File: src/source/apb_sub_pkg.sv
/* Shared address map and APB types. Every register is a 32-bit word
   and paddr carries only the low 12 bits of a 64 KB window */
package apb_sub_pkg;

  // --------------------------------------------------
  // Address map
  // --------------------------------------------------
  localparam logic [31:0] APB_BASE    = 32'h0080_0000; // Window 0 start
  localparam int          WIN_BITS    = 16;            // 64 KB per window
  localparam int          NUM_SLAVES  = 3;
  localparam int          NUM_TIMERS  = 3;
  localparam int          NUM_EXT_IRQ = 4;             // MAC and DMA stand-ins

  localparam logic [1:0] HRESP_OKAY  = 2'b00;
  localparam logic [1:0] HRESP_ERROR = 2'b01;

  typedef enum logic [1:0] {
    SLV_GPIO  = 2'd0,
    SLV_TIMER = 2'd1,
    SLV_WAKE  = 2'd2
  } slave_e;

  typedef enum logic [2:0] {
    ST_IDLE,
    ST_SETUP,
    ST_ACCESS,
    ST_ERR1,   // ERROR with hready low
    ST_ERR2    // ERROR with hready high
  } bridge_state_e;

  typedef enum logic [1:0] {
    IDLE   = 2'b00,
    BUSY   = 2'b01,
    NONSEQ = 2'b10,
    SEQ    = 2'b11
  } htrans_e;

  // Broadcast to all slaves
  typedef struct packed {
    logic [11:0] paddr;   // Offset inside the window
    logic        pwrite;
    logic [31:0] pwdata;
    logic        penable;
  } apb_req_t;

  // One per slave
  typedef struct packed {
    logic [31:0] prdata;
    logic        pready;
  } apb_rsp_t;

  // --------------------------------------------------
  // Register offsets
  // --------------------------------------------------
  localparam logic [11:0] GPIO_DOUT  = 12'h000;
  localparam logic [11:0] GPIO_OE    = 12'h004;
  localparam logic [11:0] GPIO_DIN   = 12'h008;
  localparam logic [11:0] GPIO_IEN   = 12'h00C;
  localparam logic [11:0] GPIO_ISTAT = 12'h010;

  // Timer n sits at 0x10*n plus these
  localparam logic [3:0] TMR_LOAD  = 4'h0;
  localparam logic [3:0] TMR_CTRL  = 4'h4;
  localparam logic [3:0] TMR_VALUE = 4'h8;
  localparam logic [3:0] TMR_STAT  = 4'hC;

  localparam logic [11:0] WAKE_ISO  = 12'h000;
  localparam logic [11:0] WAKE_MASK = 12'h004;
  localparam logic [11:0] WAKE_STAT = 12'h008;

endpackage

File: src/source/ahb_apb_bridge.sv
`timescale 1ns/100ps
/* Single word transfers only. Bursts, hsize and protection are not supported
   An address outside the three windows gets a two-cycle ERROR response */
module ahb_apb_bridge (
  input  logic                               i_hclk,
  input  logic                               i_rst_n,
  // AHB-Lite slave side
  input  logic                               i_hsel,
  input  logic [31:0]                        i_haddr,
  input  apb_sub_pkg::htrans_e               i_htrans,
  input  logic                               i_hwrite,
  input  logic [31:0]                        i_hwdata,
  input  logic                               i_hready_in,
  output logic [31:0]                        o_hrdata,
  output logic                               o_hready,
  output logic [1:0]                         o_hresp,
  // APB master side
  output apb_sub_pkg::apb_req_t              o_apb_req,
  output logic [apb_sub_pkg::NUM_SLAVES-1:0] o_psel,
  input  apb_sub_pkg::apb_rsp_t              i_apb_rsp [apb_sub_pkg::NUM_SLAVES]
);
  import apb_sub_pkg::*;

  localparam logic [31-WIN_BITS:0] LAST_WIN = (32 - WIN_BITS)'(NUM_SLAVES - 1);

  bridge_state_e        state_q;
  bridge_state_e        state_d;
  logic [31-WIN_BITS:0] win_idx;   // Window number relative to APB_BASE
  logic                 win_hit;
  logic                 accept;
  logic [11:0]          paddr_q;
  logic                 pwrite_q;
  slave_e               sel_q;
  logic [31:0]          rdata_q;
  apb_rsp_t             sel_rsp;

  // --------------------------------------------------
  // Address phase decode
  // --------------------------------------------------
  assign win_idx = i_haddr[31:WIN_BITS] - APB_BASE[31:WIN_BITS];
  assign win_hit = (win_idx <= LAST_WIN); // Wraps below APB_BASE so one compare
  assign accept  = i_hsel && i_hready_in && o_hready && (i_htrans inside {NONSEQ, SEQ});
  assign sel_rsp = i_apb_rsp[sel_q];

  always_comb begin
    state_d = state_q;
    unique case (state_q)
      ST_IDLE, ST_ERR2: begin     // Both present hready high
        if (accept) begin
          state_d = win_hit ? ST_SETUP : ST_ERR1;
        end else begin
          state_d = ST_IDLE;
        end
      end
      ST_SETUP: state_d = ST_ACCESS;
      ST_ACCESS: begin
        if (sel_rsp.pready) begin   // Low pready holds ACCESS
          state_d = ST_IDLE;
        end
      end
      ST_ERR1: state_d = ST_ERR2;
      default: state_d = ST_IDLE;
    endcase
  end

  always_ff @(posedge i_hclk or negedge i_rst_n) begin
    if (!i_rst_n) begin
      state_q <= ST_IDLE;
    end else begin
      state_q <= state_d;
    end
  end

  // Address and read data holding
  always_ff @(posedge i_hclk) begin
    if (accept) begin
      paddr_q  <= i_haddr[11:0];
      pwrite_q <= i_hwrite;
      sel_q    <= slave_e'(win_idx[$bits(slave_e)-1:0]);
    end
    if (state_q == ST_ACCESS && sel_rsp.pready) begin
      rdata_q <= sel_rsp.prdata;  // Shown in the cycle hready rises
    end
  end

  // --------------------------------------------------
  // Outputs
  // --------------------------------------------------
  assign o_hready = (state_q == ST_IDLE) || (state_q == ST_ERR2);
  assign o_hresp  = (state_q inside {ST_ERR1, ST_ERR2}) ? HRESP_ERROR : HRESP_OKAY;
  assign o_hrdata = rdata_q;
  assign o_psel   = (state_q inside {ST_SETUP, ST_ACCESS}) ? (NUM_SLAVES'(1) << sel_q) : '0;

  // hwdata is held by the master while hready is low
  assign o_apb_req = '{
    paddr:   paddr_q,
    pwrite:  pwrite_q,
    pwdata:  i_hwdata,
    penable: (state_q == ST_ACCESS)
  };

  // One slave in SETUP and ACCESS and none otherwise
  a_psel_onehot: assert property (@(posedge i_hclk) disable iff (!i_rst_n)
    $onehot0(o_psel) && ((state_q inside {ST_SETUP, ST_ACCESS}) == (|o_psel)));

  // ACCESS only follows a SETUP to the same slave
  a_penable_setup: assert property (@(posedge i_hclk) disable iff (!i_rst_n)
    o_apb_req.penable |-> (|o_psel) && $stable(o_psel));

endmodule

File: src/source/apb_gpio.sv
`timescale 1ns/100ps
/* GPIO_WIDTH up to 32. Inputs are asynchronous and reach the status
   register three clocks after a pin edge */
module apb_gpio #(
  parameter int GPIO_WIDTH = 16
) (
  input  logic                  i_hclk,
  input  logic                  i_rst_n,
  input  logic                  i_psel,
  input  apb_sub_pkg::apb_req_t i_apb_req,
  output apb_sub_pkg::apb_rsp_t o_apb_rsp,
  input  logic [GPIO_WIDTH-1:0] i_gpio_pin_in,
  output logic [GPIO_WIDTH-1:0] o_gpio_pin_out,
  output logic [GPIO_WIDTH-1:0] o_n_gpio_pin_oe,
  output logic                  o_gpio_irq
);
  import apb_sub_pkg::*;

  logic [GPIO_WIDTH-1:0] dout_q;
  logic [GPIO_WIDTH-1:0] oe_q;
  logic [GPIO_WIDTH-1:0] ien_q;
  logic [GPIO_WIDTH-1:0] istat_q;
  logic [GPIO_WIDTH-1:0] sync1_q;   // Metastability stage
  logic [GPIO_WIDTH-1:0] sync2_q;
  logic [GPIO_WIDTH-1:0] prev_q;    // For edge detect
  logic [GPIO_WIDTH-1:0] rise;
  logic [GPIO_WIDTH-1:0] istat_clr;
  logic [GPIO_WIDTH-1:0] wr_data;
  logic                  wr_en;

  assign wr_en     = i_psel && i_apb_req.penable && i_apb_req.pwrite;
  assign wr_data   = i_apb_req.pwdata[GPIO_WIDTH-1:0];
  assign rise      = sync2_q & ~prev_q;
  assign istat_clr = (wr_en && i_apb_req.paddr == GPIO_ISTAT) ? wr_data : '0;

  always_ff @(posedge i_hclk or negedge i_rst_n) begin
    if (!i_rst_n) begin
      dout_q  <= '0;
      oe_q    <= '0;   // All pins start as inputs
      ien_q   <= '0;
      istat_q <= '0;
      sync1_q <= '0;
      sync2_q <= '0;
      prev_q  <= '0;
    end else begin
      sync1_q <= i_gpio_pin_in;
      sync2_q <= sync1_q;
      prev_q  <= sync2_q;
      if (wr_en) begin
        case (i_apb_req.paddr)
          GPIO_DOUT: dout_q <= wr_data;
          GPIO_OE:   oe_q   <= wr_data;
          GPIO_IEN:  ien_q  <= wr_data;
          default:   ;
        endcase
      end
      // New edge wins over a clear in the same cycle
      istat_q <= (istat_q & ~istat_clr) | rise;
    end
  end

  // --------------------------------------------------
  // Read mux and pins
  // --------------------------------------------------
  always_comb begin
    o_apb_rsp.pready = 1'b1;   // Zero wait states
    o_apb_rsp.prdata = '0;
    case (i_apb_req.paddr)
      GPIO_DOUT:  o_apb_rsp.prdata[GPIO_WIDTH-1:0] = dout_q;
      GPIO_OE:    o_apb_rsp.prdata[GPIO_WIDTH-1:0] = oe_q;
      GPIO_DIN:   o_apb_rsp.prdata[GPIO_WIDTH-1:0] = sync2_q;
      GPIO_IEN:   o_apb_rsp.prdata[GPIO_WIDTH-1:0] = ien_q;
      GPIO_ISTAT: o_apb_rsp.prdata[GPIO_WIDTH-1:0] = istat_q;
      default:    ;
    endcase
  end

  assign o_gpio_pin_out  = dout_q;
  assign o_n_gpio_pin_oe = ~oe_q;   // Pad enable is active low
  assign o_gpio_irq      = |(istat_q & ien_q);

endmodule

File: src/source/apb_timer.sv
`timescale 1ns/100ps
/* Three 32-bit down counters clocked by hclk without a prescaler
   Auto-reload period is load plus one clocks */
module apb_timer (
  input  logic                               i_hclk,
  input  logic                               i_rst_n,
  input  logic                               i_psel,
  input  apb_sub_pkg::apb_req_t              i_apb_req,
  output apb_sub_pkg::apb_rsp_t              o_apb_rsp,
  output logic [apb_sub_pkg::NUM_TIMERS-1:0] o_ttc_irq
);
  import apb_sub_pkg::*;

  logic [31:0]           load_q [NUM_TIMERS];
  logic [31:0]           cnt_q  [NUM_TIMERS];
  logic [NUM_TIMERS-1:0] en_q;
  logic [NUM_TIMERS-1:0] arl_q;   // Auto-reload select
  logic [NUM_TIMERS-1:0] stat_q;  // Sticky expiry
  logic                  wr_en;
  logic [1:0]            tmr_sel;
  logic [3:0]            reg_sel;
  logic [31:0]           wdata;

  assign wr_en   = i_psel && i_apb_req.penable && i_apb_req.pwrite;
  assign tmr_sel = i_apb_req.paddr[5:4];   // 0x10 stride per timer
  assign reg_sel = i_apb_req.paddr[3:0];
  assign wdata   = i_apb_req.pwdata;

  // --------------------------------------------------
  // One counter per timer
  // --------------------------------------------------
  for (genvar t = 0; t < NUM_TIMERS; t++) begin : g_tmr
    logic hit;
    logic ld_wr;
    logic ctrl_wr;
    logic stat_clr;

    assign hit      = wr_en && (tmr_sel == t);
    assign ld_wr    = hit && (reg_sel == TMR_LOAD);
    assign ctrl_wr  = hit && (reg_sel == TMR_CTRL);
    assign stat_clr = hit && (reg_sel == TMR_STAT) && wdata[0];

    always_ff @(posedge i_hclk) begin
      if (ld_wr) begin
        load_q[t] <= wdata;
      end
    end

    always_ff @(posedge i_hclk or negedge i_rst_n) begin
      if (!i_rst_n) begin
        cnt_q[t]  <= '0;
        en_q[t]   <= 1'b0;
        arl_q[t]  <= 1'b0;
        stat_q[t] <= 1'b0;
      end else begin
        if (stat_clr) begin
          stat_q[t] <= 1'b0;
        end
        if (ctrl_wr) begin
          en_q[t]  <= wdata[0];
          arl_q[t] <= wdata[1];
          if (wdata[0]) begin
            cnt_q[t] <= load_q[t];   // Start from the load value
          end
        end else if (en_q[t]) begin
          if (cnt_q[t] == 32'd1) begin
            cnt_q[t]  <= '0;
            stat_q[t] <= 1'b1;       // Expiry at the edge reaching zero
            en_q[t]   <= arl_q[t];   // One-shot stops here
          end else if (cnt_q[t] == '0) begin
            cnt_q[t] <= load_q[t];
          end else begin
            cnt_q[t] <= cnt_q[t] - 32'd1;
          end
        end
      end
    end

    assign o_ttc_irq[t] = stat_q[t];

    // A stopped counter moves only by a start from the load value
    a_hold_when_off: assert property (@(posedge i_hclk) disable iff (!i_rst_n)
      !en_q[t] |=> $stable(cnt_q[t]) || (en_q[t] && cnt_q[t] == load_q[t]));
  end

  always_comb begin
    o_apb_rsp.pready = 1'b1;
    o_apb_rsp.prdata = '0;
    if (tmr_sel < NUM_TIMERS) begin   // Slot 3 reads zero
      case (reg_sel)
        TMR_LOAD:  o_apb_rsp.prdata = load_q[tmr_sel];
        TMR_CTRL:  o_apb_rsp.prdata = {30'd0, arl_q[tmr_sel], en_q[tmr_sel]};
        TMR_VALUE: o_apb_rsp.prdata = cnt_q[tmr_sel];
        TMR_STAT:  o_apb_rsp.prdata = {31'd0, stat_q[tmr_sel]};
        default:   ;
      endcase
    end
  end

endmodule

File: src/source/apb_wake_ctrl.sv
`timescale 1ns/100ps
/* Sources are level sensitive. In hibernate only the GPIO interrupt wakes
   and the mask is bypassed */
module apb_wake_ctrl (
  input  logic                                i_hclk,
  input  logic                                i_rst_n,
  input  logic                                i_psel,
  input  apb_sub_pkg::apb_req_t               i_apb_req,
  output apb_sub_pkg::apb_rsp_t               o_apb_rsp,
  input  logic                                i_gpio_irq,
  input  logic [apb_sub_pkg::NUM_TIMERS-1:0]  i_ttc_irq,
  input  logic [apb_sub_pkg::NUM_EXT_IRQ-1:0] i_ext_irq,
  output logic                                o_pcm_irq,
  output logic                                o_isolate_mem
);
  import apb_sub_pkg::*;

  localparam int NUM_SRC = 1 + NUM_TIMERS + NUM_EXT_IRQ;

  logic               iso_q;    // Hibernate
  logic               stat_q;   // Sticky wake
  logic [NUM_SRC-1:0] mask_q;   // 1 blocks a source
  logic [NUM_SRC-1:0] src;
  logic               wr_en;
  logic               wake;

  assign wr_en = i_psel && i_apb_req.penable && i_apb_req.pwrite;
  assign src   = {i_ext_irq, i_ttc_irq, i_gpio_irq};   // GPIO at bit 0

  // Sleep wakes on any unmasked source and hibernate only on GPIO
  assign wake = iso_q ? i_gpio_irq : |(src & ~mask_q);

  always_ff @(posedge i_hclk or negedge i_rst_n) begin
    if (!i_rst_n) begin
      iso_q  <= 1'b0;
      stat_q <= 1'b0;
      mask_q <= '0;
    end else begin
      if (wr_en && i_apb_req.paddr == WAKE_ISO) begin
        iso_q <= i_apb_req.pwdata[0];
      end
      if (iso_q && i_gpio_irq) begin
        iso_q <= 1'b0;   // Leave hibernate
      end
      if (wr_en && i_apb_req.paddr == WAKE_MASK) begin
        mask_q <= i_apb_req.pwdata[NUM_SRC-1:0];
      end
      if (wr_en && i_apb_req.paddr == WAKE_STAT && i_apb_req.pwdata[0]) begin
        stat_q <= 1'b0;
      end
      if (wake) begin
        stat_q <= 1'b1;  // Set beats clear
      end
    end
  end

  always_comb begin
    o_apb_rsp.pready = 1'b1;
    o_apb_rsp.prdata = '0;
    case (i_apb_req.paddr)
      WAKE_ISO:  o_apb_rsp.prdata[0]         = iso_q;
      WAKE_MASK: o_apb_rsp.prdata[NUM_SRC-1:0] = mask_q;
      WAKE_STAT: o_apb_rsp.prdata[0]         = stat_q;
      default:   ;
    endcase
  end

  assign o_pcm_irq     = stat_q;
  assign o_isolate_mem = iso_q;

endmodule

File: src/source/apb_subsystem.sv
`timescale 1ns/100ps
/* One clock domain with APB running on hclk
   Windows of 64 KB from 0x0080_0000 hold GPIO then timers then wake control */
module apb_subsystem #(
  parameter int GPIO_WIDTH = 16
) (
  input  logic                                i_hclk,
  input  logic                                i_rst_n,
  // AHB-Lite slave port
  input  logic                                i_hsel,
  input  logic [31:0]                         i_haddr,
  input  apb_sub_pkg::htrans_e                i_htrans,
  input  logic                                i_hwrite,
  input  logic [31:0]                         i_hwdata,
  input  logic                                i_hready_in,
  output logic [31:0]                         o_hrdata,
  output logic                                o_hready,
  output logic [1:0]                          o_hresp,
  // GPIO pads
  input  logic [GPIO_WIDTH-1:0]               i_gpio_pin_in,
  output logic [GPIO_WIDTH-1:0]               o_gpio_pin_out,
  output logic [GPIO_WIDTH-1:0]               o_n_gpio_pin_oe,
  // Interrupts
  input  logic [apb_sub_pkg::NUM_EXT_IRQ-1:0] i_ext_irq,
  output logic                                o_gpio_irq,
  output logic [apb_sub_pkg::NUM_TIMERS-1:0]  o_ttc_irq,
  output logic                                o_pcm_irq,
  // Power
  output logic                                o_isolate_mem
);
  import apb_sub_pkg::*;

  apb_req_t              apb_req;               // Shared by all slaves
  apb_rsp_t              apb_rsp [NUM_SLAVES];  // Indexed by slave_e
  logic [NUM_SLAVES-1:0] psel;

  ahb_apb_bridge u_bridge (
    .i_hclk      (i_hclk),
    .i_rst_n     (i_rst_n),
    .i_hsel      (i_hsel),
    .i_haddr     (i_haddr),
    .i_htrans    (i_htrans),
    .i_hwrite    (i_hwrite),
    .i_hwdata    (i_hwdata),
    .i_hready_in (i_hready_in),
    .o_hrdata    (o_hrdata),
    .o_hready    (o_hready),
    .o_hresp     (o_hresp),
    .o_apb_req   (apb_req),
    .o_psel      (psel),
    .i_apb_rsp   (apb_rsp)
  );

  apb_gpio #(
    .GPIO_WIDTH (GPIO_WIDTH)
  ) u_gpio (
    .i_hclk          (i_hclk),
    .i_rst_n         (i_rst_n),
    .i_psel          (psel[SLV_GPIO]),
    .i_apb_req       (apb_req),
    .o_apb_rsp       (apb_rsp[SLV_GPIO]),
    .i_gpio_pin_in   (i_gpio_pin_in),
    .o_gpio_pin_out  (o_gpio_pin_out),
    .o_n_gpio_pin_oe (o_n_gpio_pin_oe),
    .o_gpio_irq      (o_gpio_irq)
  );

  apb_timer u_timer (
    .i_hclk    (i_hclk),
    .i_rst_n   (i_rst_n),
    .i_psel    (psel[SLV_TIMER]),
    .i_apb_req (apb_req),
    .o_apb_rsp (apb_rsp[SLV_TIMER]),
    .o_ttc_irq (o_ttc_irq)
  );

  // Sees the same interrupt lines that leave the top
  apb_wake_ctrl u_wake (
    .i_hclk        (i_hclk),
    .i_rst_n       (i_rst_n),
    .i_psel        (psel[SLV_WAKE]),
    .i_apb_req     (apb_req),
    .o_apb_rsp     (apb_rsp[SLV_WAKE]),
    .i_gpio_irq    (o_gpio_irq),
    .i_ttc_irq     (o_ttc_irq),
    .i_ext_irq     (i_ext_irq),
    .o_pcm_irq     (o_pcm_irq),
    .o_isolate_mem (o_isolate_mem)
  );

endmodule

File: config.mk
export PLATFORM = sky130hd
export DESIGN_NAME = apb_subsystem
export DESIGN_NICKNAME = d
export VERILOG_FILES = /design/src/source/apb_sub_pkg.sv /design/src/source/ahb_apb_bridge.sv /design/src/source/apb_gpio.sv /design/src/source/apb_timer.sv /design/src/source/apb_wake_ctrl.sv /design/src/source/apb_subsystem.sv
export SDC_FILE = /design/constraint.sdc
export NUM_CORES = 1
export LEC_CHECK = 0
export ABC_AREA = 1
export BUFFER_PORTS_ARGS = -buffer_cell sky130_fd_sc_hd__buf_2
export CAP_MARGIN = 25
export CORE_ASPECT_RATIO = 2
export CORE_MARGIN = 3
export CORE_UTILIZATION = 30
export CTS_BUF_LIST = sky130_fd_sc_hd__clkbuf_2 sky130_fd_sc_hd__clkbuf_4 sky130_fd_sc_hd__clkbuf_8
export CTS_CLUSTER_SIZE = 12
export DETAILED_ROUTE_END_ITERATION = 8
export GPL_ROUTABILITY_DRIVEN = 0
export SLEW_MARGIN = 10
export SYNTH_ARGS = -nofsm -noshare
export SYNTH_HDL_FRONTEND = slang
export SYNTH_SLANG_ARGS = --single-unit
File: constraint.sdc
create_clock -name i_hclk -period 3.2 [get_ports i_hclk]
set_input_delay 0.64 -clock i_hclk [delete_from_list [all_inputs] [get_ports i_hclk]]
set_output_delay 0.64 -clock i_hclk [all_outputs]
set_load 0.01 [all_outputs]
==> reports/summary.txt, run 1 <==
post-synth top area cell -> dfrtp_1
Area Overhead vs Synth -> 15.8%
vias in the first global route -> 18,200
# H-tree levels -> 2
detailed-placement wirelength estimate -> 59.3 mm
Slew @ Worst Pin -> 1.06 ns
initial antenna violation count -> 4
sequential fraction of the synthesis area -> 50.5%
DR vias -> 18,300
# Max-Cap Violations -> 0
share of cells above drive strength 1 -> 13.7%
clk slew on worst S/H paths -> 0.07 ns
hold depth -> 1
cell family with most CP delay -> simple AND/OR/NAND/NOR gates
Hold Fails Final Rpt -> 0
Yosys Warn Count -> 0
worst hold slack -> 0.0846 ns
worst-case clock buffer depth -> 3
most common cell after layout, fill and taps aside -> nand2_1
Avg Vias per Cell -> 4.95
synth unique cells -> 48
status -> completed
drt wl/cell -> 21.0 um
DRC errors left -> 0
number of synthesized flops with an enable pin -> 143
die area -> 69,900 um^2
Setup Skew -> 0.0270 ns
cell area after synthesis -> 20,000 um^2
P_leak -> 10.4 nW
RR Endpoint -> u_timer.cnt_q[3]
GR Overflow Total -> 0
IO buf count -> 157
Max FO, Critical Path -> 3
Die Y -> 371 um
TritonCTS clock tree -> yes
maximum vdd drop -> 0.381 mV
Root Driver -> clkbuf_8
# setup viols final -> 0
clock latency on the worst-skew pair -> 0.67 ns
I/O pin count -> 164
Worst Min Path Start -> i_gpio_pin_in[4]
most frequent cells in the layout -> nand2_1, inv_1, nor2_1
power density cells -> 540 nW/um^2
final setup TNS -> 0 ns
Final nets -> 2,859
Routed Antenna Nets -> 0
initial core utilization -> 30.3%
WL final -> 77.3 mm
Syn Nets -> 2,678
critical path arrival -> 2.37 ns
syn_area_per_cell -> 7.76 um^2
CP most frequent cell -> nor2_1
Syn Inst Count -> 2,577
core area -> 65,900 um^2
Hold Path End -> u_gpio.sync1_q[4]
Sink Count -> 375
startpoint of the worst register-to-register path -> u_bridge.state_q[2]
Setup Crit Path Kind -> reg2out
hold crit path type -> in2reg
startpoint type of the worst setup path -> flop
Cell Chain, Critical Path -> a22o_1 -> nor2_1 -> nand2_1 -> nor2_1 -> inv_1 -> buf_2
Slew HR -> 28.4%
Area contributors post-synth -> dfrtp_1, edfxtp_1, nand2_1, inv_1, o21ai_0
first-pass GRT wire length -> 114 mm
Initial DRT Pass Iterations -> 7
fin crit share -> 94.1%
Max Fclk -> 332 MHz
PostCTS Resize Cnt -> 0
R2R depth -> 11
prevailing post-synth register cell -> dfrtp_1
crit path from -> u_gpio.ien_q[8]
Final Max Slew Viols -> 0
Crit path largest cell delay -> 0.41 ns
overall routing resource usage -> 21.8%
RSZ-0062 raised after global routing -> no
Tmin final -> 3.01 ns
Critical Path RT -> 2.56 ns
worst path bufs/invs -> 2
largest net degree at the start of global routing -> 108
DIE WIDTH -> 189 um
Post-synth ARST share -> 61.3%
Core Rows -> 133
R2R setup slack -> 0.51 ns
Inserted Clock Buffers -> 55
initial DRC count -> 1,212
slowest stage cell, crit path -> dfrtp_1
top cell type's share of synthesized area -> 28.8%
#FFs+latches synth -> 375
Critical Path Sink Type -> output port
-- registers in the layout (all words and copies together), names as in the netlist, 3 cells and up, named ones only --
register,flops
u_bridge.o_hrdata,32
u_bridge.paddr_q,12
u_bridge.state_q,3
u_gpio.ien_q,16
u_gpio.istat_q,16
u_gpio.o_gpio_pin_out,16
u_gpio.oe_q,16
u_gpio.prev_q,16
u_gpio.sync1_q,16
u_gpio.sync2_q,16
u_timer.arl_q,3
u_timer.cnt_q,96
u_timer.en_q,3
u_timer.load_q,96
u_timer.o_ttc_irq,3
u_wake.mask_q,8
-- layout make-up --
cell class	instances	area, um^2
clock buffer	78	992
inverter	327	1230
multi-input combinational	1796	8270
tap	877	1100
antenna	2	5.00
sequential	375	10100
fill	7148	42800
clock inverter	26	272
timing repair buffer	203	1180
-- where the power goes --
part	switching [mW]	internal (mW)	total, mW
combinational	1.33	0.684	2.01
sequential	0.625	5.39	6.01
clock	2.06	2.43	4.49
total	4.01	8.50	12.5
-- timing repair --
action,in CTS,in global routing
buffers inserted,0,0
endpoints found under the hold margin,24,0
hold buffers,1,0
-- worst max path at each step --
stage          slack [ns]  cells past startpoint                    to
2_1_floorplan        0.17                      7  u_timer.load_q[0][0]
3_3_place_gp         0.56                     11      u_timer.cnt_q[3]
3_5_place_dp         0.54                     10       u_timer.en_q[2]
4_1_cts              0.18                      6            o_gpio_irq
5_1_grt              0.14                      6            o_gpio_irq
6_report             0.19                      6            o_gpio_irq
-- cells by family (layout without fill, tap and decap cells) --
family	Yosys count	after routing	synth area share (%)
xor+xnor	25	25	1.10
fa+ha+maj	10	10	0.626
simple gates	1348	1348	28.5
compound gates	412	412	11.0
flops	375	375	50.5
other cells	1	3	0.0188
buf+inv	406	634	8.29
-- cells in the mapped netlist (2+ instances only) --
master / count
nand3_2: 5
o22ai_1: 9
nor2_2: 14
nand4_1: 24
edfxtp_1: 143
nand3_1: 193
dfxtp_1: 2
o21ai_0: 227
nand2_2: 13
o211ai_1: 6
buf_1: 3
or2_2: 4
buf_2: 24
dfrtp_1: 230
xor2_1: 18
o221ai_1: 16
inv_4: 2
o21ai_1: 35
a21oi_1: 107
ha_1: 10
buf_4: 12
nor4_1: 2
a31oi_1: 2
nand2_1: 752
inv_1: 304
nand2_4: 3
inv_2: 20
nand3b_1: 8
nor2_4: 11
clkbuf_1: 33
xnor2_1: 7
nor3_1: 21
and2_1: 3
nor2_1: 290
a22o_1: 5
buf_6: 7
-- through the flow --
stage          worst slack, ns  instance area (um^2)  utilization, %  power [mW]  instances
6_report                 0.188                 23100            35.1        12.5       3684
5_1_grt                  0.143                 23100            35.1        13.1       3683
4_1_cts                  0.181                 23100            35.1        12.6       3682
3_5_place_dp             0.543                 21900            33.2        8.04       3577
3_3_place_gp             0.562                 21900            33.2        8.01       3577
2_1_floorplan            0.173                 20000               -        7.17       2577
-- metal layers --
| metal | GRT usage [%] | part of all wire, % |
|---|---|---|
| met3 | 2.93 | 5.2 |
| met4 | 18.6 | 10 |
| met2 | 38.2 | 49 |
| met1 | 22.9 | 35 |
| met5 | 0 | 0 |
(Power assumes the default switching activity.)
==> inputs of run 2 (changes only) <==
--- a/config.mk
+++ b/config.mk
@@ -15,6 +15,7 @@
 export CTS_CLUSTER_SIZE = 12
 export DETAILED_ROUTE_END_ITERATION = 8
 export GPL_ROUTABILITY_DRIVEN = 0
+export GPL_TIMING_DRIVEN = 0
 export SLEW_MARGIN = 10
 export SYNTH_ARGS = -nofsm -noshare
 export SYNTH_HDL_FRONTEND = slang
==> reports/summary.txt, run 2 (same netlist as run 1, synthesis figures left out) <==
status -> completed
power density cells -> 535 nW/um^2
Hold Fails Final Rpt -> 0
Layout Utilization -> 35.3%
worst hold slack -> 0.0980 ns
overall routing resource usage -> 23.5%
RSZ-0062 raised after global routing -> no
most common cell after layout, fill and taps aside -> nand2_1
DRC errors left -> 0
hold crit path type -> in2reg
Setup Crit Path Kind -> reg2reg
# Max-Cap Violations -> 0
Final Instance Area -> 23,300 um^2
worst-case clock buffer depth -> 3
WL final -> 83.6 mm
Slew @ Worst Pin -> 0.932 ns
Avg Vias per Cell -> 5.06
placed cell count -> 3,617
internal power -> 8.41 mW
DR vias -> 18,900
Max FO, Critical Path -> 10
maximum vdd drop -> 0.439 mV
Final Max Slew Viols -> 0
Critical Path Sink Type -> flop
# setup viols final -> 0
first-pass GRT wire length -> 120 mm
TritonCTS clock tree -> yes
Die Y -> 371 um
Critical Path RT -> 3.74 ns
Root Driver -> clkbuf_8
fin crit share -> 95.4%
Core Rows -> 133
drt wl/cell -> 22.4 um
Slew HR -> 37.9%
Sink Count -> 375
Max Fclk -> 328 MHz
switching share of power -> 32.5%
critical path arrival -> 3.60 ns
detailed-placement wirelength estimate -> 65.3 mm
core area -> 65,900 um^2
# H-tree levels -> 2
Initial DRT Pass Iterations -> 7
Area after DPL -> 22,100 um^2
Area Overhead vs Synth -> 16.5%
Comb pwr share -> 16.4%
Setup Skew -> 0.0471 ns
final setup TNS -> 0 ns
Tmin final -> 3.05 ns
sw power -> 4.06 mW
startpoint type of the worst setup path -> flop
clk slew on worst S/H paths -> 0.07 ns
vias in the first global route -> 18,800
IO buf count -> 157
Inserted Clock Buffers -> 55
initial DRC count -> 1,617
Clk network pwr share -> 35.3%
GR Overflow Total -> 0
I/O pin count -> 164
sequential share of power -> 48.4%
Final nets -> 2,899
DIE WIDTH -> 189 um
P_leak -> 10.5 nW
most frequent cells in the layout -> nand2_1, inv_1, nor2_1
initial core utilization -> 30.3%
largest net degree at the start of global routing -> 99
Routed Antenna Nets -> 0
initial antenna violation count -> 12
final std cells w/o fill -> 3,728
share of cells above drive strength 1 -> 13.3%
clock latency on the worst-skew pair -> 0.68 ns
die area -> 69,900 um^2
-- run 2: layout make-up --
type	instances	area (um^2)
fillers	7210	42600
flip-flops and latches	375	10100
multi-input cells	1796	8270
inverters	327	1230
well taps	877	1100
repair buffers	164	948
clock buffers	69	893
plain buffers	79	424
clock inverters	35	319
diodes	6	15.0
-- run 2: worst paths after layout --
kind	endpoint	startpoint	slack, ns	depth (start not counted)
min in group asynchronous	u_timer.cnt_q[81]	i_rst_n	0.50	2
worst min register to register	u_gpio.sync2_q[6]	u_gpio.sync1_q[6]	0.34	0
worst max-delay path	u_timer.cnt_q[78]	u_bridge.state_q[0]	0.15	11
worst max register to register	u_timer.cnt_q[78]	u_bridge.state_q[0]	0.15	11
worst min-delay path	u_gpio.sync1_q[2]	i_gpio_pin_in[2]	0.1	1
max in group asynchronous	u_gpio.istat_q[0]	i_rst_n	1.76	3
-- run 2: layer usage --
metal  track usage [%]  share of wire, %  wire, um
met5                 0             0.065        54
met1              22.7                33     27300
met3              3.94               5.8      4820
met2              41.8                50     41400
met4              22.2                12      9990
-- run 2: repair_timing --
item / 4_1_cts / 5_1_grt
hold buffers: 1 / 0
buffers inserted: 0 / 0
endpoints found under the hold margin: 50 / 0
resized for setup: 0 / 0
-- run 2: worst max-delay path, cell delays in order, from the launching register on --
cell and delay [ns]:
dfrtp_1 0.41, inv_2 0.08, nand3_1 0.17, nor2_2 0.35, nand3_1 0.29, nor2_1 0.71
nor2_1 0.27, inv_2 0.16, buf_4 0.18, nand2_1 0.08, nand3_1 0.16, nand2_1 0.06
-- run 2: power by group through the flow --
stage	logic, mW	clock network [mW]	registers, mW
2_1_floorplan	1.33	0	5.85
3_3_place_gp	1.95	0	6.10
4_1_cts	2.01	4.47	6.00
3_5_place_dp	2.00	0	6.09
6_report	2.04	4.39	6.03
5_1_grt	2.29	4.64	6.06
-- run 2: metrics by stage --
stage / setup WS, ns / power, mW
after floorplan: 0.173 / 7.17
after global placement: -3.09 / 8.05
after detailed placement: 0.276 / 8.09
after CTS: 0.182 / 12.5
after global routing: 0.0604 / 13.0
final: 0.148 / 12.5
==> inputs of run 3 (changes only) <==
--- a/config.mk
+++ b/config.mk
@@ -9,7 +9,7 @@
 export BUFFER_PORTS_ARGS = -buffer_cell sky130_fd_sc_hd__buf_2
 export CAP_MARGIN = 25
 export CORE_ASPECT_RATIO = 2
-export CORE_MARGIN = 3
+export CORE_MARGIN = 5
 export CORE_UTILIZATION = 30
 export CTS_BUF_LIST = sky130_fd_sc_hd__clkbuf_2 sky130_fd_sc_hd__clkbuf_4 sky130_fd_sc_hd__clkbuf_8
 export CTS_CLUSTER_SIZE = 12
==> constraint.sdc (replaced) <==
create_clock -name i_hclk -period 3.45 [get_ports i_hclk]
set_input_delay 0.69 -clock i_hclk [delete_from_list [all_inputs] [get_ports i_hclk]]
set_output_delay 0.69 -clock i_hclk [all_outputs]
set_load 0.01 [all_outputs]
==> reports/summary.txt, run 3 (same netlist as run 1, synthesis figures left out) <==
Avg Vias per Cell -> 5.08
# H-tree levels -> 2
hold crit path type -> in2reg
Final Instance Area -> 23,300 um^2
first-pass GRT wire length -> 111 mm
fillers -> 7,103
Sink Count -> 375
Routed Antenna Nets -> 0
GR Overflow Total -> 0
Max FO, Critical Path -> 17
Area Overhead vs Synth -> 16.8%
Slew HR -> 35.5%
Cell Chain, Critical Path -> inv_2 -> nand2_2 -> nor2_4 -> inv_2 -> clkbuf_1 -> buf_2 -> nor2_4 -> buf_16
startpoint type of the worst setup path -> flop
# setup viols final -> 0
Core Rows -> 134
worst path bufs/invs -> 5
Area after DPL -> 22,100 um^2
clock latency on the worst-skew pair -> 0.68 ns
Root Driver -> clkbuf_8
IO buf count -> 157
Critical Path Sink Type -> flop
overall routing resource usage -> 20.3%
Slew @ Worst Pin -> 0.963 ns
initial antenna violation count -> 6
WL final -> 74.9 mm
worst-case clock buffer depth -> 3
vias in the first global route -> 18,000
Post-Place Worst Slack -> 0.533 ns
Hold Fails Final Rpt -> 0
Final Max Slew Viols -> 0
Inserted Clock Buffers -> 59
fin crit share -> 88.3%
slowest stage cell, crit path -> nor2_4
DR vias -> 19,000
worst setup margin -> 0.405 ns
P_leak -> 10.5 nW
initial DRC count -> 2,389
# Max-Cap Violations -> 0
status -> completed
worst hold slack -> 0.123 ns
detailed-placement wirelength estimate -> 57.7 mm
Max Fclk -> 328 MHz
Final nets -> 2,903
critical path arrival -> 3.41 ns
most frequent cells in the layout -> nand2_1, inv_1, nor2_1
drt wl/cell -> 20.0 um
clk slew on worst S/H paths -> 0.07 ns
final setup TNS -> 0 ns
Layout Utilization -> 35.2%
RSZ-0062 raised after global routing -> no
largest net degree at the start of global routing -> 105
TritonCTS clock tree -> yes
share of cells above drive strength 1 -> 13.2%
most common cell after layout, fill and taps aside -> nand2_1
maximum vdd drop -> 0.277 mV
Critical Path RT -> 3.81 ns
Setup Crit Path Kind -> reg2reg
DRC errors left -> 0
Tmin final -> 3.05 ns
Setup Skew -> 0.0193 ns
die area -> 72,200 um^2
Initial DRT Pass Iterations -> 6
power density cells -> 492 nW/um^2
cell family with most CP delay -> buffers and inverters
DIE WIDTH -> 193 um
Crit path largest cell delay -> 0.63 ns
initial core utilization -> 30.1%
Die Y -> 375 um
core area -> 66,400 um^2
I/O pin count -> 164
run 3: area by class of cell:
cell class              count  area (um^2)  share of cell area (%)
well taps                 884         1110                    4.74
plain buffers              79          424                    1.82
repair buffers            164          963                    4.13
diodes                      3         7.51                  0.0322
multi-input cells        1796         8270                    35.4
flip-flops and latches    375        10100                    43.2
inverters                 327         1230                    5.28
clock buffers              75          957                    4.10
clock inverters            36          297                    1.27
run 3: power by group:
part | switching, mW | total [mW] | internal, mW
clock | 1.89 | 4.09 | 2.20
sequential | 0.535 | 5.54 | 5.00
combinational | 1.23 | 1.86 | 0.637
run 3: through the flow:
stage                     cells  power (mW)
after CTS                  3736        11.5
after global placement     3618        7.36
after detailed placement   3624        7.41
after global routing       3737        12.1
after floorplan            2577        6.65
final                      3739        11.5
run 3: worst paths after layout:
| check | start | endpoint | slack (ns) | cells after the start |
|---|---|---|---|---|
| min | i_gpio_pin_in[2] | u_gpio.sync1_q[2] | 0.12 | 1 |
| max | u_bridge.paddr_q[3] | u_timer.load_q[1][22] | 0.40 | 8 |
| max reg2reg | u_bridge.paddr_q[3] | u_timer.load_q[1][22] | 0.40 | 8 |
| min reg2reg | u_gpio.sync1_q[12] | u_gpio.sync2_q[12] | 0.35 | 0 |
| min in group asynchronous | i_rst_n | u_gpio.sync1_q[1] | 0.50 | 2 |
| max in group asynchronous | i_rst_n | u_timer.cnt_q[82] | 2.09 | 3 |
run 3: routing by layer:
metal | share of wire [%] | vias to the layer above | wire [um] | track usage, %
li1 | - | 8797 | - | -
met1 | 41 | 8954 | 30800 | 28.4
met2 | 45 | 1059 | 33700 | 31.7
met3 | 10 | 167 | 7780 | 4.12
met4 | 3.4 | 2 | 2560 | 6.32
met5 | 0.017 | - | 13 | 0
run 3: timing repair:
item / CTS / global route
hold endpoints to repair: 38 / 0
buffers inserted: 0 / 0
hold buffers: 1 / 0
gates resized for setup: 0 / 0
run 3: worst reg2reg max path, cell delays in order, from the launching register on:
cell      delay [ns]
edfxtp_1        0.52
inv_2           0.12
nand2_2         0.15
nor2_4          0.21
inv_2           0.10
clkbuf_1        0.34
buf_2           0.39
nor2_4          0.64
buf_16          0.25
